==> src/common/excp_config.svh <==
`ifndef EXCP_CONFIG_SVH
`define EXCP_CONFIG_SVH

`define EXCP_XLEN 32

// interrupt vector layout is swi 1:0, hwi 9:2, timer 11
`define EXCP_INT_NUM 13
`define EXCP_HWI_NUM 8
`define EXCP_SWI_NUM 2

// page number comes from address bits 31:13
`define EXCP_VPPN_W 19

// entry points must stay 64-byte aligned
`define EXCP_EENTRY_RST 32'h1c00_8000
`define EXCP_TLBRENTRY_RST 32'h1c00_f000

`endif

==> src/common/excp_pkg.sv <==
`default_nettype none

package excp_pkg;

    // 6-bit exception codes as recorded in estat
    typedef enum logic [5:0] {
        INT  = 6'h00,
        PIL  = 6'h01,
        PIS  = 6'h02,
        PIF  = 6'h03,
        PME  = 6'h04,
        PPI  = 6'h07,
        ADEF = 6'h08,
        ALE  = 6'h09,
        ADEM = 6'h0a,
        SYS  = 6'h0b,
        BRK  = 6'h0c,
        INE  = 6'h0d,
        TLBR = 6'h3f   // refill gets its own entry point
    } ecode_t;

    typedef enum logic [1:0] {
        KERNEL = 2'd0,
        USER   = 2'd3
    } plv_t;

    // addresses of the registers that software can write
    typedef enum logic [4:0] {
        CRMD      = 5'h00,
        PRMD      = 5'h01,
        ECFG      = 5'h04,
        ESTAT     = 5'h05,
        ERA       = 5'h06,
        BADV      = 5'h07,
        EENTRY    = 5'h0c,
        TLBEHI    = 5'h11,
        TLBRENTRY = 5'h18
    } csr_addr_t;

endpackage

`default_nettype wire

==> src/design/int_pending.sv <==
`timescale 1ns/1ps
`default_nettype none

`include "excp_config.svh"

module int_pending (
    input  wire logic                        clk,
    input  wire logic                        rst_n,
    input  wire logic [`EXCP_HWI_NUM-1:0]    hwi,
    input  wire logic                        ti,
    input  wire logic                        ti_clr,
    input  wire logic [`EXCP_SWI_NUM-1:0]    swi_set,
    input  wire logic [`EXCP_SWI_NUM-1:0]    swi_clr,
    output logic      [`EXCP_INT_NUM-1:0]    int_status
);

    logic [`EXCP_INT_NUM-1:0] int_req;
    logic [`EXCP_INT_NUM-1:0] int_clr;
    logic [`EXCP_INT_NUM-1:0] pend_q;

    // bits 10 and 12 are reserved and never set
    assign int_req = {1'b0, ti, 1'b0, hwi, swi_set};
    assign int_clr = {1'b0, ti_clr, 1'b0, {`EXCP_HWI_NUM{1'b0}}, swi_clr};

    always_ff @(posedge clk) begin
        if (!rst_n) begin
            pend_q     <= '0;
            int_status <= '0;
        end else begin
            // a clear wins over a request arriving in the same cycle
            pend_q     <= ~int_clr & (int_req | pend_q);
            int_status <= pend_q;   // second stage only retimes
        end
    end

endmodule

`default_nettype wire

==> src/exception/excp_decode.sv <==
`timescale 1ns/1ps
`default_nettype none

module excp_decode (
    input  wire excp_pkg::ecode_t excp_code,
    output logic                  is_tlbr,
    output logic                  wr_badv,
    output logic                  wr_vppn
);

    import excp_pkg::*;

    always_comb begin
        is_tlbr = 1'b0;
        wr_badv = 1'b0;
        wr_vppn = 1'b0;
        case (excp_code)
            TLBR: begin
                is_tlbr = 1'b1;
                wr_badv = 1'b1;
                wr_vppn = 1'b1;
            end
            // page faults report both the address and its page
            PIL, PIS, PIF, PME, PPI: begin
                wr_badv = 1'b1;
                wr_vppn = 1'b1;
            end
            ADEF, ADEM, ALE: begin
                wr_badv = 1'b1;   // no translation involved so the page is left alone
            end
            default: begin
                is_tlbr = 1'b0;
                wr_badv = 1'b0;
                wr_vppn = 1'b0;
            end
        endcase
    end

endmodule

`default_nettype wire

==> src/exception/excp_commit.sv <==
`timescale 1ns/1ps
`default_nettype none

`include "excp_config.svh"

module excp_commit (
    input  wire logic                      commit_valid,
    input  wire logic [`EXCP_XLEN-1:0]     commit_pc,
    input  wire logic                      excp_valid,
    input  wire excp_pkg::ecode_t          excp_code,
    input  wire logic [`EXCP_XLEN-1:0]     excp_badv,
    input  wire logic                      is_tlbr,
    input  wire logic                      wr_badv,
    input  wire logic                      wr_vppn,
    input  wire logic [`EXCP_INT_NUM-1:0]  int_status,
    input  wire excp_pkg::plv_t            crmd_plv,
    input  wire logic                      crmd_ie,
    input  wire logic [`EXCP_INT_NUM-1:0]  lie,
    input  wire logic [`EXCP_XLEN-1:0]     eentry,
    input  wire logic [`EXCP_XLEN-1:0]     tlbrentry,
    output logic                           redirect_valid,
    output logic      [`EXCP_XLEN-1:0]     redirect_pc,
    output logic                           excp_flush,
    output logic                           int_wake,
    output logic                           upd_we,
    output excp_pkg::plv_t                 upd_plv,
    output logic                           upd_ie,
    output excp_pkg::plv_t                 upd_pplv,
    output logic                           upd_pie,
    output logic                           upd_da_pg,
    output logic      [`EXCP_XLEN-1:0]     upd_era,
    output excp_pkg::ecode_t               upd_ecode,
    output logic                           upd_badv_we,
    output logic      [`EXCP_XLEN-1:0]     upd_badv,
    output logic                           upd_vppn_we,
    output logic      [`EXCP_VPPN_W-1:0]   upd_vppn
);

    import excp_pkg::*;

    logic int_pend;
    logic take_int;
    logic take_excp;

    // wake-up does not wait for a commit
    assign int_pend  = crmd_ie & (|(int_status & lie));
    assign int_wake  = int_pend;
    assign take_int  = commit_valid & int_pend;
    assign take_excp = commit_valid & excp_valid & ~take_int;   // interrupts take priority

    assign upd_we         = take_int | take_excp;
    assign redirect_valid = upd_we;
    assign excp_flush     = upd_we;
    assign redirect_pc    = (take_excp & is_tlbr) ? tlbrentry : eentry;

    always_comb begin
        upd_plv  = KERNEL;
        upd_ie   = 1'b0;
        upd_pplv = crmd_plv;
        upd_pie  = crmd_ie;
        upd_era  = commit_pc;
        if (take_int) begin
            upd_ecode = INT;
        end else begin
            upd_ecode = excp_code;
        end
    end

    // refill runs with translation off
    assign upd_da_pg   = take_excp & is_tlbr;
    assign upd_badv_we = take_excp & wr_badv;
    assign upd_badv    = excp_badv;
    assign upd_vppn_we = take_excp & wr_vppn;
    assign upd_vppn    = excp_badv[`EXCP_XLEN-1 -: `EXCP_VPPN_W];

endmodule

`default_nettype wire

==> src/csr/csr_file.sv <==
`timescale 1ns/1ps
`default_nettype none

`include "excp_config.svh"

module csr_file (
    input  wire logic                      clk,
    input  wire logic                      rst_n,
    input  wire logic                      csr_we,
    input  wire excp_pkg::csr_addr_t       csr_addr,
    input  wire logic [`EXCP_XLEN-1:0]     csr_wdata,
    input  wire logic                      upd_we,
    input  wire excp_pkg::plv_t            upd_plv,
    input  wire logic                      upd_ie,
    input  wire excp_pkg::plv_t            upd_pplv,
    input  wire logic                      upd_pie,
    input  wire logic                      upd_da_pg,
    input  wire logic [`EXCP_XLEN-1:0]     upd_era,
    input  wire excp_pkg::ecode_t          upd_ecode,
    input  wire logic                      upd_badv_we,
    input  wire logic [`EXCP_XLEN-1:0]     upd_badv,
    input  wire logic                      upd_vppn_we,
    input  wire logic [`EXCP_VPPN_W-1:0]   upd_vppn,
    output excp_pkg::plv_t                 crmd_plv,
    output logic                           crmd_ie,
    output logic                           crmd_da,
    output logic                           crmd_pg,
    output excp_pkg::plv_t                 prmd_pplv,
    output logic                           prmd_pie,
    output logic      [`EXCP_INT_NUM-1:0]  lie,
    output excp_pkg::ecode_t               estat_ecode,
    output logic      [`EXCP_XLEN-1:0]     era,
    output logic      [`EXCP_XLEN-1:0]     badv,
    output logic      [`EXCP_VPPN_W-1:0]   tlbehi_vppn,
    output logic      [`EXCP_XLEN-1:0]     eentry,
    output logic      [`EXCP_XLEN-1:0]     tlbrentry
);

    import excp_pkg::*;

    // reserved interrupt bits 10 and 12 cannot be enabled
    localparam logic [`EXCP_INT_NUM-1:0] LIE_MASK = 13'h0bff;

    always_ff @(posedge clk) begin
        if (!rst_n) begin
            crmd_plv  <= KERNEL;
            crmd_ie   <= 1'b0;
            crmd_da   <= 1'b1;
            crmd_pg   <= 1'b0;
            prmd_pplv <= KERNEL;
            prmd_pie  <= 1'b0;
            lie       <= '0;
            eentry    <= `EXCP_EENTRY_RST;
            tlbrentry <= `EXCP_TLBRENTRY_RST;
        end else begin
            if (csr_we) begin
                case (csr_addr)
                    CRMD: begin
                        crmd_plv <= plv_t'(csr_wdata[1:0]);
                        crmd_ie  <= csr_wdata[2];
                        crmd_da  <= csr_wdata[3];
                        crmd_pg  <= csr_wdata[4];
                    end
                    PRMD: begin
                        prmd_pplv <= plv_t'(csr_wdata[1:0]);
                        prmd_pie  <= csr_wdata[2];
                    end
                    ECFG:      lie       <= csr_wdata[`EXCP_INT_NUM-1:0] & LIE_MASK;
                    EENTRY:    eentry    <= {csr_wdata[`EXCP_XLEN-1:6], 6'b0};
                    TLBRENTRY: tlbrentry <= {csr_wdata[`EXCP_XLEN-1:6], 6'b0};
                    default: ;
                endcase
            end
            // the commit update comes last so it overrides a software write
            if (upd_we) begin
                crmd_plv  <= upd_plv;
                crmd_ie   <= upd_ie;
                prmd_pplv <= upd_pplv;
                prmd_pie  <= upd_pie;
                if (upd_da_pg) begin
                    crmd_da <= 1'b1;
                    crmd_pg <= 1'b0;
                end
            end
        end
    end

    always_ff @(posedge clk) begin
        if (csr_we) begin
            case (csr_addr)
                ESTAT:  estat_ecode <= ecode_t'(csr_wdata[21:16]);
                ERA:    era         <= csr_wdata;
                BADV:   badv        <= csr_wdata;
                TLBEHI: tlbehi_vppn <= csr_wdata[`EXCP_XLEN-1 -: `EXCP_VPPN_W];
                default: ;
            endcase
        end
        if (upd_we) begin
            era         <= upd_era;
            estat_ecode <= upd_ecode;
        end
        if (upd_badv_we) begin
            badv <= upd_badv;
        end
        if (upd_vppn_we) begin
            tlbehi_vppn <= upd_vppn;
        end
    end

endmodule

`default_nettype wire

==> src/design/excp_unit_top.sv <==
`timescale 1ns/1ps
`default_nettype none

`include "excp_config.svh"

module excp_unit_top (
    input  wire logic                      clk,
    input  wire logic                      rst_n,
    input  wire logic                      commit_valid,
    input  wire logic [`EXCP_XLEN-1:0]     commit_pc,
    input  wire logic                      excp_valid,
    input  wire excp_pkg::ecode_t          excp_code,
    input  wire logic [`EXCP_XLEN-1:0]     excp_badv,
    input  wire logic                      csr_we,
    input  wire excp_pkg::csr_addr_t       csr_addr,
    input  wire logic [`EXCP_XLEN-1:0]     csr_wdata,
    input  wire logic [`EXCP_HWI_NUM-1:0]  hwi,
    input  wire logic                      ti,
    input  wire logic [`EXCP_SWI_NUM-1:0]  swi_set,
    input  wire logic [`EXCP_SWI_NUM-1:0]  swi_clr,
    input  wire logic                      ti_clr,
    output logic                           redirect_valid,
    output logic      [`EXCP_XLEN-1:0]     redirect_pc,
    output logic                           excp_flush,
    output logic                           int_wake,
    output logic      [`EXCP_INT_NUM-1:0]  int_status,
    output excp_pkg::plv_t                 crmd_plv,
    output logic                           crmd_ie,
    output logic                           crmd_da,
    output logic                           crmd_pg,
    output excp_pkg::plv_t                 prmd_pplv,
    output logic                           prmd_pie,
    output logic      [`EXCP_INT_NUM-1:0]  lie,
    output excp_pkg::ecode_t               estat_ecode,
    output logic      [`EXCP_XLEN-1:0]     era,
    output logic      [`EXCP_XLEN-1:0]     badv,
    output logic      [`EXCP_VPPN_W-1:0]   tlbehi_vppn,
    output logic      [`EXCP_XLEN-1:0]     eentry,
    output logic      [`EXCP_XLEN-1:0]     tlbrentry
);

    import excp_pkg::*;

    logic                      is_tlbr;
    logic                      wr_badv;
    logic                      wr_vppn;
    logic                      upd_we;
    plv_t                      upd_plv;
    logic                      upd_ie;
    plv_t                      upd_pplv;
    logic                      upd_pie;
    logic                      upd_da_pg;
    logic [`EXCP_XLEN-1:0]     upd_era;
    ecode_t                    upd_ecode;
    logic                      upd_badv_we;
    logic [`EXCP_XLEN-1:0]     upd_badv;
    logic                      upd_vppn_we;
    logic [`EXCP_VPPN_W-1:0]   upd_vppn;

    int_pending i_int_pending (
        .clk        (clk),
        .rst_n      (rst_n),
        .hwi        (hwi),
        .ti         (ti),
        .ti_clr     (ti_clr),
        .swi_set    (swi_set),
        .swi_clr    (swi_clr),
        .int_status (int_status)
    );

    excp_decode i_excp_decode (
        .excp_code (excp_code),
        .is_tlbr   (is_tlbr),
        .wr_badv   (wr_badv),
        .wr_vppn   (wr_vppn)
    );

    // commit reads the live register state and returns the update set
    excp_commit i_excp_commit (
        .commit_valid   (commit_valid),
        .commit_pc      (commit_pc),
        .excp_valid     (excp_valid),
        .excp_code      (excp_code),
        .excp_badv      (excp_badv),
        .is_tlbr        (is_tlbr),
        .wr_badv        (wr_badv),
        .wr_vppn        (wr_vppn),
        .int_status     (int_status),
        .crmd_plv       (crmd_plv),
        .crmd_ie        (crmd_ie),
        .lie            (lie),
        .eentry         (eentry),
        .tlbrentry      (tlbrentry),
        .redirect_valid (redirect_valid),
        .redirect_pc    (redirect_pc),
        .excp_flush     (excp_flush),
        .int_wake       (int_wake),
        .upd_we         (upd_we),
        .upd_plv        (upd_plv),
        .upd_ie         (upd_ie),
        .upd_pplv       (upd_pplv),
        .upd_pie        (upd_pie),
        .upd_da_pg      (upd_da_pg),
        .upd_era        (upd_era),
        .upd_ecode      (upd_ecode),
        .upd_badv_we    (upd_badv_we),
        .upd_badv       (upd_badv),
        .upd_vppn_we    (upd_vppn_we),
        .upd_vppn       (upd_vppn)
    );

    csr_file i_csr_file (
        .clk         (clk),
        .rst_n       (rst_n),
        .csr_we      (csr_we),
        .csr_addr    (csr_addr),
        .csr_wdata   (csr_wdata),
        .upd_we      (upd_we),
        .upd_plv     (upd_plv),
        .upd_ie      (upd_ie),
        .upd_pplv    (upd_pplv),
        .upd_pie     (upd_pie),
        .upd_da_pg   (upd_da_pg),
        .upd_era     (upd_era),
        .upd_ecode   (upd_ecode),
        .upd_badv_we (upd_badv_we),
        .upd_badv    (upd_badv),
        .upd_vppn_we (upd_vppn_we),
        .upd_vppn    (upd_vppn),
        .crmd_plv    (crmd_plv),
        .crmd_ie     (crmd_ie),
        .crmd_da     (crmd_da),
        .crmd_pg     (crmd_pg),
        .prmd_pplv   (prmd_pplv),
        .prmd_pie    (prmd_pie),
        .lie         (lie),
        .estat_ecode (estat_ecode),
        .era         (era),
        .badv        (badv),
        .tlbehi_vppn (tlbehi_vppn),
        .eentry      (eentry),
        .tlbrentry   (tlbrentry)
    );

endmodule

`default_nettype wire

==> config.mk <==
export PLATFORM = sky130hd
export DESIGN_NAME = excp_unit_top
export DESIGN_NICKNAME = d
export VERILOG_FILES = /design/src/common/excp_pkg.sv /design/src/design/int_pending.sv /design/src/exception/excp_decode.sv /design/src/exception/excp_commit.sv /design/src/csr/csr_file.sv /design/src/design/excp_unit_top.sv
export VERILOG_INCLUDE_DIRS = /design/src /design/src/common
export SDC_FILE = /design/constraint.sdc
export NUM_CORES = 1
export LEC_CHECK = 0
export ABC_AREA = 1
export BUFFER_PORTS_ARGS = -buffer_cell sky130_fd_sc_hd__buf_2
export CAP_MARGIN = 25
export CORE_UTILIZATION = 40
export CTS_CLUSTER_SIZE = 16
export DETAILED_ROUTE_END_ITERATION = 8
export GPL_TIMING_DRIVEN = 1
export HOLD_SLACK_MARGIN = 0.06
export PLACE_DENSITY = 0.71
export SYNTH_ARGS = -nofsm -noshare
export SYNTH_HDL_FRONTEND = slang
export SYNTH_SLANG_ARGS = --single-unit
export TNS_END_PERCENT = 1
==> constraint.sdc <==
create_clock -name clk -period 3.7 [get_ports clk]
set_input_delay 0.74 -clock clk [delete_from_list [all_inputs] [get_ports clk]]
set_output_delay 0.74 -clock clk [all_outputs]
set_load 0.05 [all_outputs]
Word level (Yosys, flattened, before mapping):

Index checks and enable logic that the tools add are counted.

* eq/ne operators: 17
* mux-type cells: 31
* bitwise gates (word level): 14
* reduce and logical (&&, ||, !) cells: 22

Operators by type and width (count)
* $mux W32: 7
* $mux W19: 3
* $mux W6: 4
* $eq A5 B3 Y1 const B: 4
* $eq A6 B4 Y1 const B: 3
* $reduce_and A2 Y1: 9
* $reduce_bool A2 Y1: 8
* $mux W1: 14
* $and A13 B12 Y13: 1
* $and A13 B13 Y13: 1
* $not A12 Y13: 1
* $or A12 B13 Y13: 1
* $reduce_or A13 Y1: 1
* $eq A6 B2 Y1 const B: 2
* $eq A6 B3 Y1 const B: 2
* $eq A5 B5 Y1 const B: 2
* $reduce_or A9 Y1: 1
* $and A1 B1 Y1: 7
* $eq A6 B1 Y1 const B: 1
* $eq A6 B6 Y1 const B: 1
* $mux W2: 3
* $reduce_or A6 Y1: 1
* $eq A5 B1 Y1 const B: 1
* $eq A5 B4 Y1 const B: 1
* 4 further kinds: 5

* register bits after elaboration: 186
* input port bits: 126
* output and inout bits: 222
* word-level logic and storage cells: 99

Logic depth before layout (Yosys ltp):

Gate-level depths: netlist of run 1.

* depth in word-level cells: 9
* depth in mapped cells: 11
* gate-level depth less buffers: 10

Modules after synthesis:

From an unflattened synthesis of run 1, not the netlist that was laid out.

* cells, all modules: 1053
* area, all modules: 8754.6 µm²

By module, submodules not included
* csr_file: instances 1, cells each 702, area an instance 6530.0 µm², seq. area each 4093.9 µm²
* excp_commit: instances 1, cells each 254, area an instance 1458.9 µm², seq. area each 0.0 µm²
* int_pending: instances 1, cells each 77, area an instance 666.9 µm², seq. area each 440.4 µm²
* excp_decode: instances 1, cells each 20, area an instance 98.8 µm², seq. area each 0.0 µm²

Least setup slack after synthesis of run 1:

Ideal clock, no wire load.

* path type: input port to flip-flop
* from: input port csr_we
* to: register i_csr_file.era[0], enable pin
* library setup time: 0.470 ns
* arrival time: 3.527 ns
* data required time: 3.230 ns
* path slack: -0.297 ns
* stages: 4
* path buffers: 0
* path through: inv_1 > nor2_2 > nand2_1 > o31ai_1

* word-level cells in the longest chain between the ends: 2

RTL lines
* from (decl): RTL line excp_unit_top.sv:14 `input wire logic csr_we,`
* $reduce_bool A2 Y1 (no line)
* $reduce_and A2 Y1 (no line)
* to (signal assigned): RTL line csr_file.sv:92 `ERA: era <= csr_wdata;`
* to (signal assigned): RTL line csr_file.sv:99 `era <= upd_era;`
* to (decl): RTL line csr_file.sv:32 `` output logic [`EXCP_XLEN-1:0] era, ``

No other way between the ends.
A chain may end at the register's enable or synchronous reset.

Worst setup path after layout of run 1:

* from: register i_csr_file.lie[11]
* to: output port redirect_pc[15]

* word-level cells in the longest chain between the ends: 8

RTL lines
* from (decl): RTL line csr_file.sv:30 `` output logic [`EXCP_INT_NUM-1:0] lie, ``
* from (signal assigned): RTL line csr_file.sv:68 `` ECFG: lie <= csr_wdata[`EXCP_INT_NUM-1:0] & LIE_MASK; ``
* $and A13 B12 Y13: RTL line excp_commit.sv:46 `assign int_pend = crmd_ie & (|(int_status & lie));`
* $reduce_or A13 Y1: RTL line excp_commit.sv:46
* $and A1 B1 Y1: RTL line excp_commit.sv:46
* $and A1 B1 Y1: RTL line excp_commit.sv:48 `assign take_int = commit_valid & int_pend;`
* $not A1 Y1: RTL line excp_commit.sv:49 `assign take_excp = commit_valid & excp_valid & ~take_int;`
* $and A1 B1 Y1: RTL line excp_commit.sv:49
* $and A1 B1 Y1: RTL line excp_commit.sv:54 `assign redirect_pc = (take_excp & is_tlbr) ? tlbrentry : eentry;`
* $mux W32: RTL line excp_commit.sv:54
* to (decl): RTL line excp_unit_top.sv:23 `` output logic [`EXCP_XLEN-1:0] redirect_pc, ``

No other way between the ends.

==> impl_metrics.env, run 1 <==
export IMPL_fin_skew_ns=0.0109
export IMPL_fp_dieW_um=143
export IMPL_fin_nets=1347
export IMPL_h_tree_depth=4
export IMPL_clk_pin_slew_ns=0.07
export IMPL_critical_path_class="reg2out"
export IMPL_areaGrowthSynthToFinish_pct=30.0
export IMPL_grt_use_total_pct=24.5
export IMPL_gp_congestion=0.871
export IMPL_stdcell_count=1503
export IMPL_overflow=0
export IMPL_min_delay_path_class="reg2reg"
export IMPL_cap_violations=0
export IMPL_grt_pass1_wl_mm=36.9
export IMPL_critical_path_most_common_cell="nand2_1"
export IMPL_synth_seq_cells=182
export IMPL_synth_top_area_share_pct=33.7
export IMPL_grt_max_degree=81
export IMPL_n_fill_cell=1860
export IMPL_hpwl_mm=18.6
export IMPL_power_density_nw_per_um2=455
export IMPL_max_freq_mhz=320
export IMPL_globalRouteMet1Util_pct=31.8
export IMPL_cts_hold_buf=0
export IMPL_post_route_min_period_ns=3.13
export IMPL_port_buffers=325
export IMPL_syn_cell_area_um2=7930
export IMPL_synth_warnings=0
export IMPL_routed_wl_mm=25.2
export IMPL_rsz0062_at_grt="no"
export IMPL_worstPathRequired_ns=2.96
export IMPL_cp_arrival_ns=2.39
export IMPL_initial_core_util_pct=40.7
export IMPL_final_layout_size_suffix_gt1_share_pct=33.9
export IMPL_vdd_drop_max_mv=0.295
export IMPL_dr_first_iter_drc_count=449
export IMPL_dp_cells=1466
export IMPL_cpPeakStageDelay_ns=0.33
export IMPL_wire_per_inst_um=16.8
export IMPL_cts_tree="done"
export IMPL_routed_via_count=7344
export IMPL_grt_pass1_vias=6533
export IMPL_pin_count=348
export IMPL_rows=51
export IMPL_cts_sinks=182
export IMPL_drcViolationCount=0
export IMPL_grt_antenna_before_repair=4
export IMPL_clk_latency_ns=0.43
export IMPL_post_cts_repair_setup_buffers=0
export IMPL_synth_yosys_seq_area_share_pct=57.2
export IMPL_reg2reg_setup_slack_ns=1.11
export IMPL_path_max_fanout=54
export IMPL_die_h_um=143
export IMPL_ys_flop_type="dfxtp_1"
export IMPL_p_leak_nw=5.05
export IMPL_die_area_um2=20400
export IMPL_place_ws_ns=0.723
export IMPL_setup_viol=0
export IMPL_status="complete, no violations"
export IMPL_grt_met3_usage_pct=5.33
export IMPL_finalCritPeriodShare_pct=84.6
export IMPL_synth_cell_types=30
export IMPL_grt_util_met2_pct=39.3
export IMPL_path_buf_inv=2
export IMPL_drtPass1Iterations=5
export IMPL_drv_slew=0
export IMPL_yosysTopAreaCell="edfxtp_1"
export IMPL_cp_end_kind="output port"
export IMPL_slowest_stage="dfxtp_1"
export IMPL_hold_viol_final=0
export IMPL_cts_max_path_buffers=2
export IMPL_synthCells=913
export IMPL_synth_edff_count=89
export IMPL_tightestPinTransition_ns=0.932
export IMPL_root_buffer="clkbuf_16"
export IMPL_crit_chain="nand2_1, nand2_1, nor2_1, nand3_2, nand2_2, nand2_4, or2_2, buf_12, o21ai_2, buf_2"
export IMPL_cts_resized=0
export IMPL_cp_start_kind="flop"
export IMPL_ant_nets=0
export IMPL_maxSlewHeadroom_pct=37.8
export IMPL_synthArstFlopShare_pct=0
export IMPL_layout_setup_ws_ns=0.571
export IMPL_via_per_inst=4.89
export IMPL_synthTopCellsByArea="edfxtp_1 34%, dfxtp_1 23%, nand2_1 14%, o21ai_0 4.4%, nand3_1 4.1%"
export IMPL_cp_top_family="simple AND/OR/NAND/NOR gates"
export IMPL_core_area_um2=19500
export IMPL_top_usage_layer="met2"
export IMPL_avgSynthCellArea_um2=8.68
export IMPL_cts_buffers=17
worst register-to-register path, stage by stage, from the launching register on:
cell	delay [ns]
dfxtp_1	0.33
nand2_1	0.06
nand2_1	0.06
nor2_1	0.16
nand3_2	0.14
nand3_2	0.15
nand2_2	0.29
inv_2	0.55
o31ai_4	0.34
buf_12	0.26
power by group:
group	total, mW	switching (mW)	leakage [nW]	internal (mW)
Sequential	2.22	0.0244	1.57	2.19
Combinational	0.680	0.526	3.20	0.154
Clock	1.79	0.825	0.282	0.968
Total	4.69	1.38	5.05	3.31
flip-flops by register name, summed over array words and instances (netlist names):
| name | count |
|---|---|
| i_csr_file.badv | 32 |
| i_csr_file.era | 32 |
| i_csr_file.eentry | 26 |
| i_csr_file.tlbrentry | 26 |
| i_csr_file.tlbehi_vppn | 19 |
| i_csr_file.lie | 11 |
| i_int_pending.int_status | 11 |
| i_int_pending.pend_q | 11 |
| i_csr_file.estat_ecode | 6 |
| i_csr_file.crmd_plv | 2 |
| i_csr_file.prmd_pplv | 2 |
| i_csr_file.crmd_da | 1 |
| i_csr_file.crmd_ie | 1 |
| i_csr_file.crmd_pg | 1 |
| i_csr_file.prmd_pie | 1 |
Yosys cell counts, types with 3 or more instances:
library cell  instances
o31ai_1               3
dfxtp_1              93
nor2_2                3
a21oi_1              45
buf_4                26
nand2_2               4
nand4_1              14
clkbuf_1             21
buf_2                19
nand3_1              65
nand2_1             287
nor3_1                3
buf_6                 6
inv_1                72
o21ai_2              26
o21ai_0              70
nand3_2               3
edfxtp_1             89
inv_2                 4
nor2_1               48
stage by stage:
step	utilization (%)	hold WS, ns	area, µm²	total power [mW]	TNS [ns]
2_1_floorplan	-	0.405	8010	2.73	-19.03
3_3_place_gp	49.8	0.409	9700	2.93	0
3_5_place_dp	49.8	0.415	9700	2.94	0
4_1_cts	52.8	0.428	10300	4.72	0
5_1_grt	52.9	0.449	10300	4.85	0
6_report	52.9	0.427	10300	4.69	0
worst paths after layout:
| path | startpoint | cells after the start | to |
|---|---|---|---|
| setup / recovery | i_csr_file.lie[11]$_SDFFE_PN0P_ | 10 | redirect_pc[15] |
| hold / removal | i_int_pending.pend_q[0]$_SDFF_PN0_ | 2 | i_int_pending.int_status[0]$_SDFF_PN0_ |
| setup reg to reg | i_csr_file.lie[11]$_SDFFE_PN0P_ | 9 | i_csr_file.era[14]$_DFFE_PP_ |
| hold reg to reg | i_int_pending.pend_q[0]$_SDFF_PN0_ | 2 | i_int_pending.int_status[0]$_SDFF_PN0_ |
per-layer routing:
metal / vias up / part of all wire [%]
li1: 3569 / -
met1: 3395 / 43
met2: 342 / 47
met3: 38 / 7.0
met4: 0 / 2.5
met5: - / 0
final cells by class:
type                    instances  area (µm²)  area share [%]
diodes                          4        10.0          0.0971
clock buffers                  21         483            4.69
clock inverters                11        98.8           0.959
inverters                      76         285            2.77
multi-input cells             603        2780            27.0
flip-flops and latches        182        4530            44.0
well taps                     265         332            3.22
repair buffers                341        1780            17.3
logic make-up after synthesis:
| logic type | Yosys count | synth area share (%) |
|---|---|---|
| multiplexers | 1 | 0.126 |
| AND/OR/NAND/NOR | 431 | 22.6 |
| AO/OA/AOI/OAI | 149 | 10.9 |
| buffers and inverters | 149 | 9.15 |
| other | 1 | 0.0473 |
| flip-flops | 182 | 57.2 |
layout by cell type, fill, tap and decap left out, drive strengths merged:
cell,Yosys,final
nand3,68,68
nor2,51,51
o21ai,96,96
a211oi,2,2
o22ai,2,2
diode,0,4
o31ai,3,3
mux2i,1,1
clkbuf,21,21
inv,76,85
dfxtp,93,93
or2,1,1
nor3,4,4
edfxtp,89,89
buf,52,341
clkinvlp,0,2
nand4,14,14
o2111ai,1,1
nand2,292,292
and2,1,1
a21oi,45,45
conb,1,22
Note: power is estimated with default switching activity, not from simulation.
==> inputs of run 2 (changes only) <==
--- a/config.mk
+++ b/config.mk
@@ -6,7 +6,7 @@
 export SDC_FILE = /design/constraint.sdc
 export NUM_CORES = 1
 export LEC_CHECK = 0
-export ABC_AREA = 1
+export ABC_AREA = 0
 export BUFFER_PORTS_ARGS = -buffer_cell sky130_fd_sc_hd__buf_2
 export CAP_MARGIN = 25
 export CORE_UTILIZATION = 40
==> constraint.sdc (replaced) <==
create_clock -name clk -period 2.5 [get_ports clk]
set_input_delay 0.5 -clock clk [delete_from_list [all_inputs] [get_ports clk]]
set_output_delay 0.5 -clock clk [all_outputs]
set_load 0.05 [all_outputs]
==> run 2 against run 1 <==
Net effect:
- the run now ends with negative setup slack left
- synthesized cell count fell by 31%
- sequential power is 46% higher
- wire length shrank 11%
- largest power group unchanged
- clock power grew 49%
- combinational power is 32% higher
==> impl_metrics.env, run 2 <==
export IMPL_status="finished with violations"
export IMPL_violations="negative setup slack"
export IMPL_synth_yosys_seq_area_share_pct=56.4
export IMPL_reg2reg_setup_slack_ns=0.13
export IMPL_routed_via_count=6064
export IMPL_cap_violations=0
export IMPL_synth_most_common_cell="nand2_1"
export IMPL_setup_viol=28
export IMPL_critical_path_class="reg2out"
export IMPL_synth_adder_area_share_pct=0.124
export IMPL_path_max_fanout=18
export IMPL_drcViolationCount=0
export IMPL_grt_pass1_vias=5735
export IMPL_crit_chain="a222oi_1, nand3_2, o22ai_4, nand2b_4, buf_12, mux2_4, buf_6"
export IMPL_cts_tree="done"
export IMPL_layout_setup_ws_ns=-0.254
export IMPL_synth_top_family_by_area="multiplexers"
export IMPL_synth_top_area_share_pct=33.2
export IMPL_drtPass1Iterations=4
export IMPL_cts_buffers=17
export IMPL_largestRegisters="i_csr_file.badv x32, i_csr_file.era x32"
export IMPL_port_buffers=325
export IMPL_areaGrowthSynthToFinish_pct=34.1
export IMPL_final_common_cell="buf_2"
export IMPL_initial_core_util_pct=41.1
export IMPL_grt_max_degree=52
export IMPL_synth_warnings=0
export IMPL_routed_wl_mm=22.5
export IMPL_grt_use_total_pct=21.3
export IMPL_synth_seq_cells=182
export IMPL_synthTopCellsByArea="edfxtp_1 33%, dfxtp_1 23%, mux2_2 8.8%, mux2_4 8.8%, nand2_1 5.1%"
export IMPL_path_buf_inv=2
export IMPL_clk_latency_ns=0.43
export IMPL_overflow=0
export IMPL_worstReg2RegEnd="i_csr_file.tlbehi_vppn[2]$_DFFE_PP_"
export IMPL_hp_start="swi_clr[1]"
export IMPL_fin_nets=1089
export IMPL_dp_cells=1207
export IMPL_avgSynthCellArea_um2=12.8
export IMPL_clk_pin_slew_ns=0.08
export IMPL_via_per_inst=4.88
export IMPL_fin_area_um2=10800
export IMPL_synthCells=629
export IMPL_wire_per_inst_um=18.1
export IMPL_cp_top_family="compound AO/OA/AOI/OAI gates"
export IMPL_die_area_um2=20700
export IMPL_synthMuxAreaShare_pct=20.0
export IMPL_synth_common_cells="109 x nand2_1, 93 x dfxtp_1, 89 x edfxtp_1, 63 x mux2_2, 47 x mux2_4"
export IMPL_fin_skew_ns=0.0132
export IMPL_cp_end_kind="output port"
export IMPL_tightestPinTransition_ns=0.676
export IMPL_final_layout_size_suffix_gt1_share_pct=53.3
export IMPL_die_h_um=144
export IMPL_synth_edff_count=89
export IMPL_layout_common_cells="298 x buf_2, 109 x nand2_1, 89 x edfxtp_1"
export IMPL_h_tree_depth=4
export IMPL_cp_start_kind="flop"
export IMPL_syn_cell_area_um2=8050
export IMPL_cts_max_path_buffers=2
export IMPL_max_freq_mhz=363
export IMPL_power_density_nw_per_um2=631
export IMPL_min_path_cells=2
export IMPL_place_ws_ns=0.0340
export IMPL_hold_viol_final=0
export IMPL_slowest_stage="a222oi_1"
export IMPL_yosysTopAreaCell="edfxtp_1"
export IMPL_min_delay_path_class="in2reg"
export IMPL_pin_count=348
export IMPL_ant_nets=0
export IMPL_vdd_drop_max_mv=0.446
export IMPL_whs_endpoint="i_int_pending.pend_q[1]$_SDFF_PN0_"
export IMPL_fp_dieW_um=144
export IMPL_grt_antenna_before_repair=1
export IMPL_synth_cell_types=48
export IMPL_worstPathRequired_ns=2.00
export IMPL_cts_hold_buf=0
export IMPL_gp_congestion=0.832
export IMPL_p_total_mw=6.81
export IMPL_root_buffer="clkbuf_16"
export IMPL_placed_area_um2=10000
export IMPL_grt_pass1_wl_mm=32.4
export IMPL_synthArstFlopShare_pct=0
export IMPL_p_leak_nw=4.76
export IMPL_cp_arrival_ns=2.25
export IMPL_r2r_start="i_int_pending.int_status[9]$_SDFF_PN0_"
export IMPL_rows=51
export IMPL_yosys_area_share_simple_pct=10.5
export IMPL_stdcell_count=1242
export IMPL_timing_setup_tns_ns=-6.37
export IMPL_core_area_um2=19600
export IMPL_post_route_min_period_ns=2.75
export IMPL_synth_compound_area_share_pct=7.37
export IMPL_cts_sinks=182
export IMPL_dr_first_iter_drc_count=241
export IMPL_maxSlewHeadroom_pct=54.9
export IMPL_cpPeakStageDelay_ns=0.37
export IMPL_finalCritPeriodShare_pct=110
export IMPL_hpwl_mm=16.4
export IMPL_rsz0062_at_grt="yes"
export IMPL_drv_slew=0
export IMPL_n_fill_cell=1690
export IMPL_synth_xor_area_share_pct=0.109
export IMPL_reg2reg_depth=8
export IMPL_ys_flop_type="dfxtp_1"
==> run 2: changes by cell type after synthesis, moves of 41 or more <==
| cell | change |
|---|---|
| nand2_1 | -178 |
| nand3_1 | -52 |
| o21ai_0 | -69 |
| a21boi_0 | +41 |
| mux2_2 | +63 |
| inv_1 | -69 |
| a21oi_1 | -44 |
| mux2_4 | +47 |
==> run 2: timing repair <==
action,4_1_cts,5_1_grt
gates resized for setup,52,1
setup endpoints to repair,28,32
pin swaps,3,0
setup buffers,1,0
==> run 2: how the worst max path moves through the flow <==
| stage | start | end | slack, ns | cells after the start |
|---|---|---|---|---|
| 6_report | i_int_pending.int_status[9]$_SDFF_PN0_ | redirect_pc[15] | -0.25 | 7 |
| 5_1_grt | i_int_pending.int_status[9]$_SDFF_PN0_ | redirect_pc[15] | -0.40 | 7 |
| 4_1_cts | i_int_pending.int_status[9]$_SDFF_PN0_ | redirect_pc[15] | -0.27 | 7 |
| 3_5_place_dp | excp_code[1] | i_csr_file.tlbehi_vppn[2]$_DFFE_PP_ | 0.03 | 8 |
| 3_3_place_gp | excp_code[1] | i_csr_file.tlbehi_vppn[2]$_DFFE_PP_ | 0.05 | 8 |
| 2_1_floorplan | i_csr_file.lie[9]$_SDFFE_PN0P_ | redirect_valid | -0.10 | 7 |
==> run 2: logic make-up after synthesis <==
logic type | count (synthesis)
fa+ha+maj | 1
other cells | 1
flops | 182
simple gates | 179
buf+inv | 62
compound gates | 74
xor+xnor | 1
mux | 129
==> run 2: final cells by class <==
type,count,area [µm²],share of cell area (%)
Antenna cell,1,2.50,0.0232
Clock buffer,17,425,3.94
Clock inverter,15,156,1.45
Inverter,3,15.0,0.139
Multi-Input combinational cell,406,3190,29.6
Sequential cell,182,4540,42.1
Tap cell,265,332,3.07
Timing Repair Buffer,353,2130,19.7
==> run 2: metrics by stage <==
stage / hold WS (ns) / utilization, %
global placement: 0.435 / 51.2
CTS: 0.208 / 55.0
floorplan: 0.430 / -
finish: 0.222 / 55.1
global route: 0.206 / 55.1
detailed placement: 0.444 / 51.2
==> run 2: power breakdown <==
group	total [mW]	switching (mW)	internal, mW
combinational	0.901	0.580	0.321
clock	2.66	1.32	1.34
sequential	3.25	0.0296	3.22
total	6.81	1.93	4.88
==> run 2: layer usage <==
layer  up-vias  GRT usage [%]  wire [µm]
met3        19           4.73       1280
met4         0           6.16        289
li1       2865              -          -
met5         -              0          0
met1      2938           25.1       9250
met2       242           38.4      11700
==> inputs of run 3 (changes only) <==
--- a/config.mk
+++ b/config.mk
@@ -10,9 +10,9 @@
 export BUFFER_PORTS_ARGS = -buffer_cell sky130_fd_sc_hd__buf_2
 export CAP_MARGIN = 25
 export CORE_UTILIZATION = 40
+export CTS_BUF_LIST = sky130_fd_sc_hd__clkbuf_4
 export CTS_CLUSTER_SIZE = 16
 export DETAILED_ROUTE_END_ITERATION = 8
-export GPL_TIMING_DRIVEN = 1
 export HOLD_SLACK_MARGIN = 0.06
 export PLACE_DENSITY = 0.71
 export SYNTH_ARGS = -nofsm -noshare
==> run 3 against run 2 <==
Net effect:
- the run still ends with negative setup slack left
- combinational power rose by 1%
- cell count up 0.81%
- wire length grew 0.38%
- via count rose by 1.3%
- sequential share of layout area increased by 0.79 points
- clock power shrank 38%
- global-route usage is essentially flat
- critical path type unchanged
- highest routed layer unchanged
==> impl_metrics.env, run 3 (synthesized netlist as in run 2, its figures left out) <==
export IMPL_status="finished with violations"
export IMPL_violations="negative setup slack"
export IMPL_clk_pin_slew_ns=0.17
export IMPL_grt_max_degree=52
export IMPL_cp_end_kind="output port"
export IMPL_vdd_drop_max_mv=0.313
export IMPL_path_buf_inv=2
export IMPL_reg2reg_depth=8
export IMPL_largestRegisters="i_csr_file.badv x32, i_csr_file.era x32"
export IMPL_h_tree_depth=4
export IMPL_setup_viol=29
export IMPL_pin_count=348
export IMPL_p_comb_share_pct=15.7
export IMPL_layout_setup_ws_ns=-0.453
export IMPL_cts_tree="done"
export IMPL_critical_path_class="reg2out"
export IMPL_clk_latency_ns=0.59
export IMPL_root_buffer="clkbuf_4"
export IMPL_grt_use_total_pct=21.3
export IMPL_final_core_util_pct=54.1
export IMPL_maxSlewHeadroom_pct=55.6
export IMPL_fp_dieW_um=144
export IMPL_fin_skew_ns=0.0178
export IMPL_gp_congestion=0.832
export IMPL_drcViolationCount=0
export IMPL_layout_common_cells="297 x buf_2, 109 x nand2_1, 89 x edfxtp_1"
export IMPL_final_common_cell="buf_2"
export IMPL_min_path_cells=2
export IMPL_drv_slew=0
export IMPL_cts_buffers=17
export IMPL_core_area_um2=19600
export IMPL_timing_setup_tns_ns=-11.95
export IMPL_path_max_fanout=18
export IMPL_cts_max_path_buffers=2
export IMPL_min_delay_path_class="in2reg"
export IMPL_power_density_nw_per_um2=549
export IMPL_slowest_stage="a222oi_1"
export IMPL_cp_start_kind="flop"
export IMPL_hpwl_mm=16.4
export IMPL_areaGrowthSynthToFinish_pct=31.7
export IMPL_drtPass1Iterations=4
export IMPL_fin_nets=1098
export IMPL_grt_antenna_before_repair=2
export IMPL_cp_arrival_ns=2.45
export IMPL_port_buffers=325
export IMPL_grt_pass1_vias=5723
export IMPL_post_route_min_period_ns=2.95
export IMPL_seq_power_share_pct=55.9
export IMPL_rows=51
export IMPL_cp_depth=7
export IMPL_tightestPinTransition_ns=0.666
export IMPL_cts_sinks=182
export IMPL_final_layout_size_suffix_gt1_share_pct=52.8
export IMPL_crit_chain="a222oi_1, nand3_2, o22ai_4, nand2b_4, buf_12, mux2_4, buf_6"
export IMPL_p_int_mw=4.01
export IMPL_dr_first_iter_drc_count=248
export IMPL_via_per_inst=4.90
export IMPL_routed_wl_mm=22.6
export IMPL_wire_per_inst_um=18.1
export IMPL_sw_frac_of_total_pct=31.0
export IMPL_cp_top_family="compound AO/OA/AOI/OAI gates"
export IMPL_hold_viol_final=0
export IMPL_initial_core_util_pct=41.1
export IMPL_cpPeakStageDelay_ns=0.37
export IMPL_p_leak_nw=4.66
export IMPL_die_area_um2=20700
export IMPL_max_freq_mhz=339
export IMPL_routed_via_count=6140
export IMPL_worstPathRequired_ns=2.00
export IMPL_die_h_um=144
export IMPL_clkPwrFrac_pct=28.5
export IMPL_overflow=0
export IMPL_ant_nets=0
export IMPL_cap_violations=0
export IMPL_grt_pass1_wl_mm=32.4
export IMPL_finalCritPeriodShare_pct=118
export IMPL_rsz0062_at_grt="yes"
export IMPL_power_switching_mw=1.81
==> run 3: changes by cell type in the layout (fill, tap and decap cells not counted), sizes merged <==
cell,previous run,this run
dlygate4sd3,0,9
diode,1,2
==> run 3: worst paths after layout <==
check / from / end / slack [ns]
max: i_csr_file.lie[9]$_SDFFE_PN0P_ / redirect_pc[29] / -0.45
min reg2reg: i_int_pending.pend_q[4]$_SDFF_PN0_ / i_int_pending.pend_q[4]$_SDFF_PN0_ / 0.48
max reg2reg: i_csr_file.lie[9]$_SDFFE_PN0P_ / i_csr_file.badv[31]$_DFFE_PP_ / 0.16
min: hwi[7] / i_int_pending.pend_q[9]$_SDFF_PN0_ / 0.10
==> run 3: layout make-up <==
type,instances,area (µm²)
Antenna cell,2,5.00
Inverter,3,15.0
Tap cell,265,332
Clock inverter,15,156
Timing Repair Buffer,362,2220
Fill cell,1711,8990
Multi-Input combinational cell,406,3190
Clock buffer,17,128
Sequential cell,182,4540
==> run 3: stage by stage <==
| step | cells | setup slack, ns | power [mW] | hold WS (ns) | area, µm² |
|---|---|---|---|---|---|
| after floorplan | 650 | -0.103 | 3.93 | 0.430 | 8160 |
| after global placement | 1207 | 0.0493 | 4.20 | 0.435 | 10000 |
| after detailed placement | 1207 | 0.0340 | 4.21 | 0.444 | 10000 |
| after CTS | 1249 | -0.494 | 5.87 | 0.0658 | 10600 |
| after global routing | 1252 | -0.614 | 6.02 | 0.0700 | 10600 |
| final | 1252 | -0.453 | 5.82 | 0.104 | 10600 |
==> run 3: timing repair <==
action,CTS,global route
endpoints found under the setup margin,29,40
resized for setup,54,2
pin swaps,3,1
hold buffers,9,0
buffers inserted,1,0
endpoints found under the hold margin,9,0
==> run 3: layer usage <==
layer	vias to the layer above	wire length (µm)	global-route usage (%)	share of wire [%]
met5	-	0	0	0
li1	2884	-	-	-
met2	245	11700	38.4	52
met3	25	1190	4.73	5.3
met4	0	301	6.49	1.3
met1	2986	9440	25.1	42
==> run 3: power by group through the flow <==
stage | Clock [mW] | Sequential [mW] | Combinational (mW)
2_1_floorplan | 0 | 3.54 | 0.390
3_5_place_dp | 0 | 3.32 | 0.891
5_1_grt | 1.80 | 3.26 | 0.962
6_report | 1.66 | 3.25 | 0.912
3_3_place_gp | 0 | 3.32 | 0.881
4_1_cts | 1.70 | 3.25 | 0.914
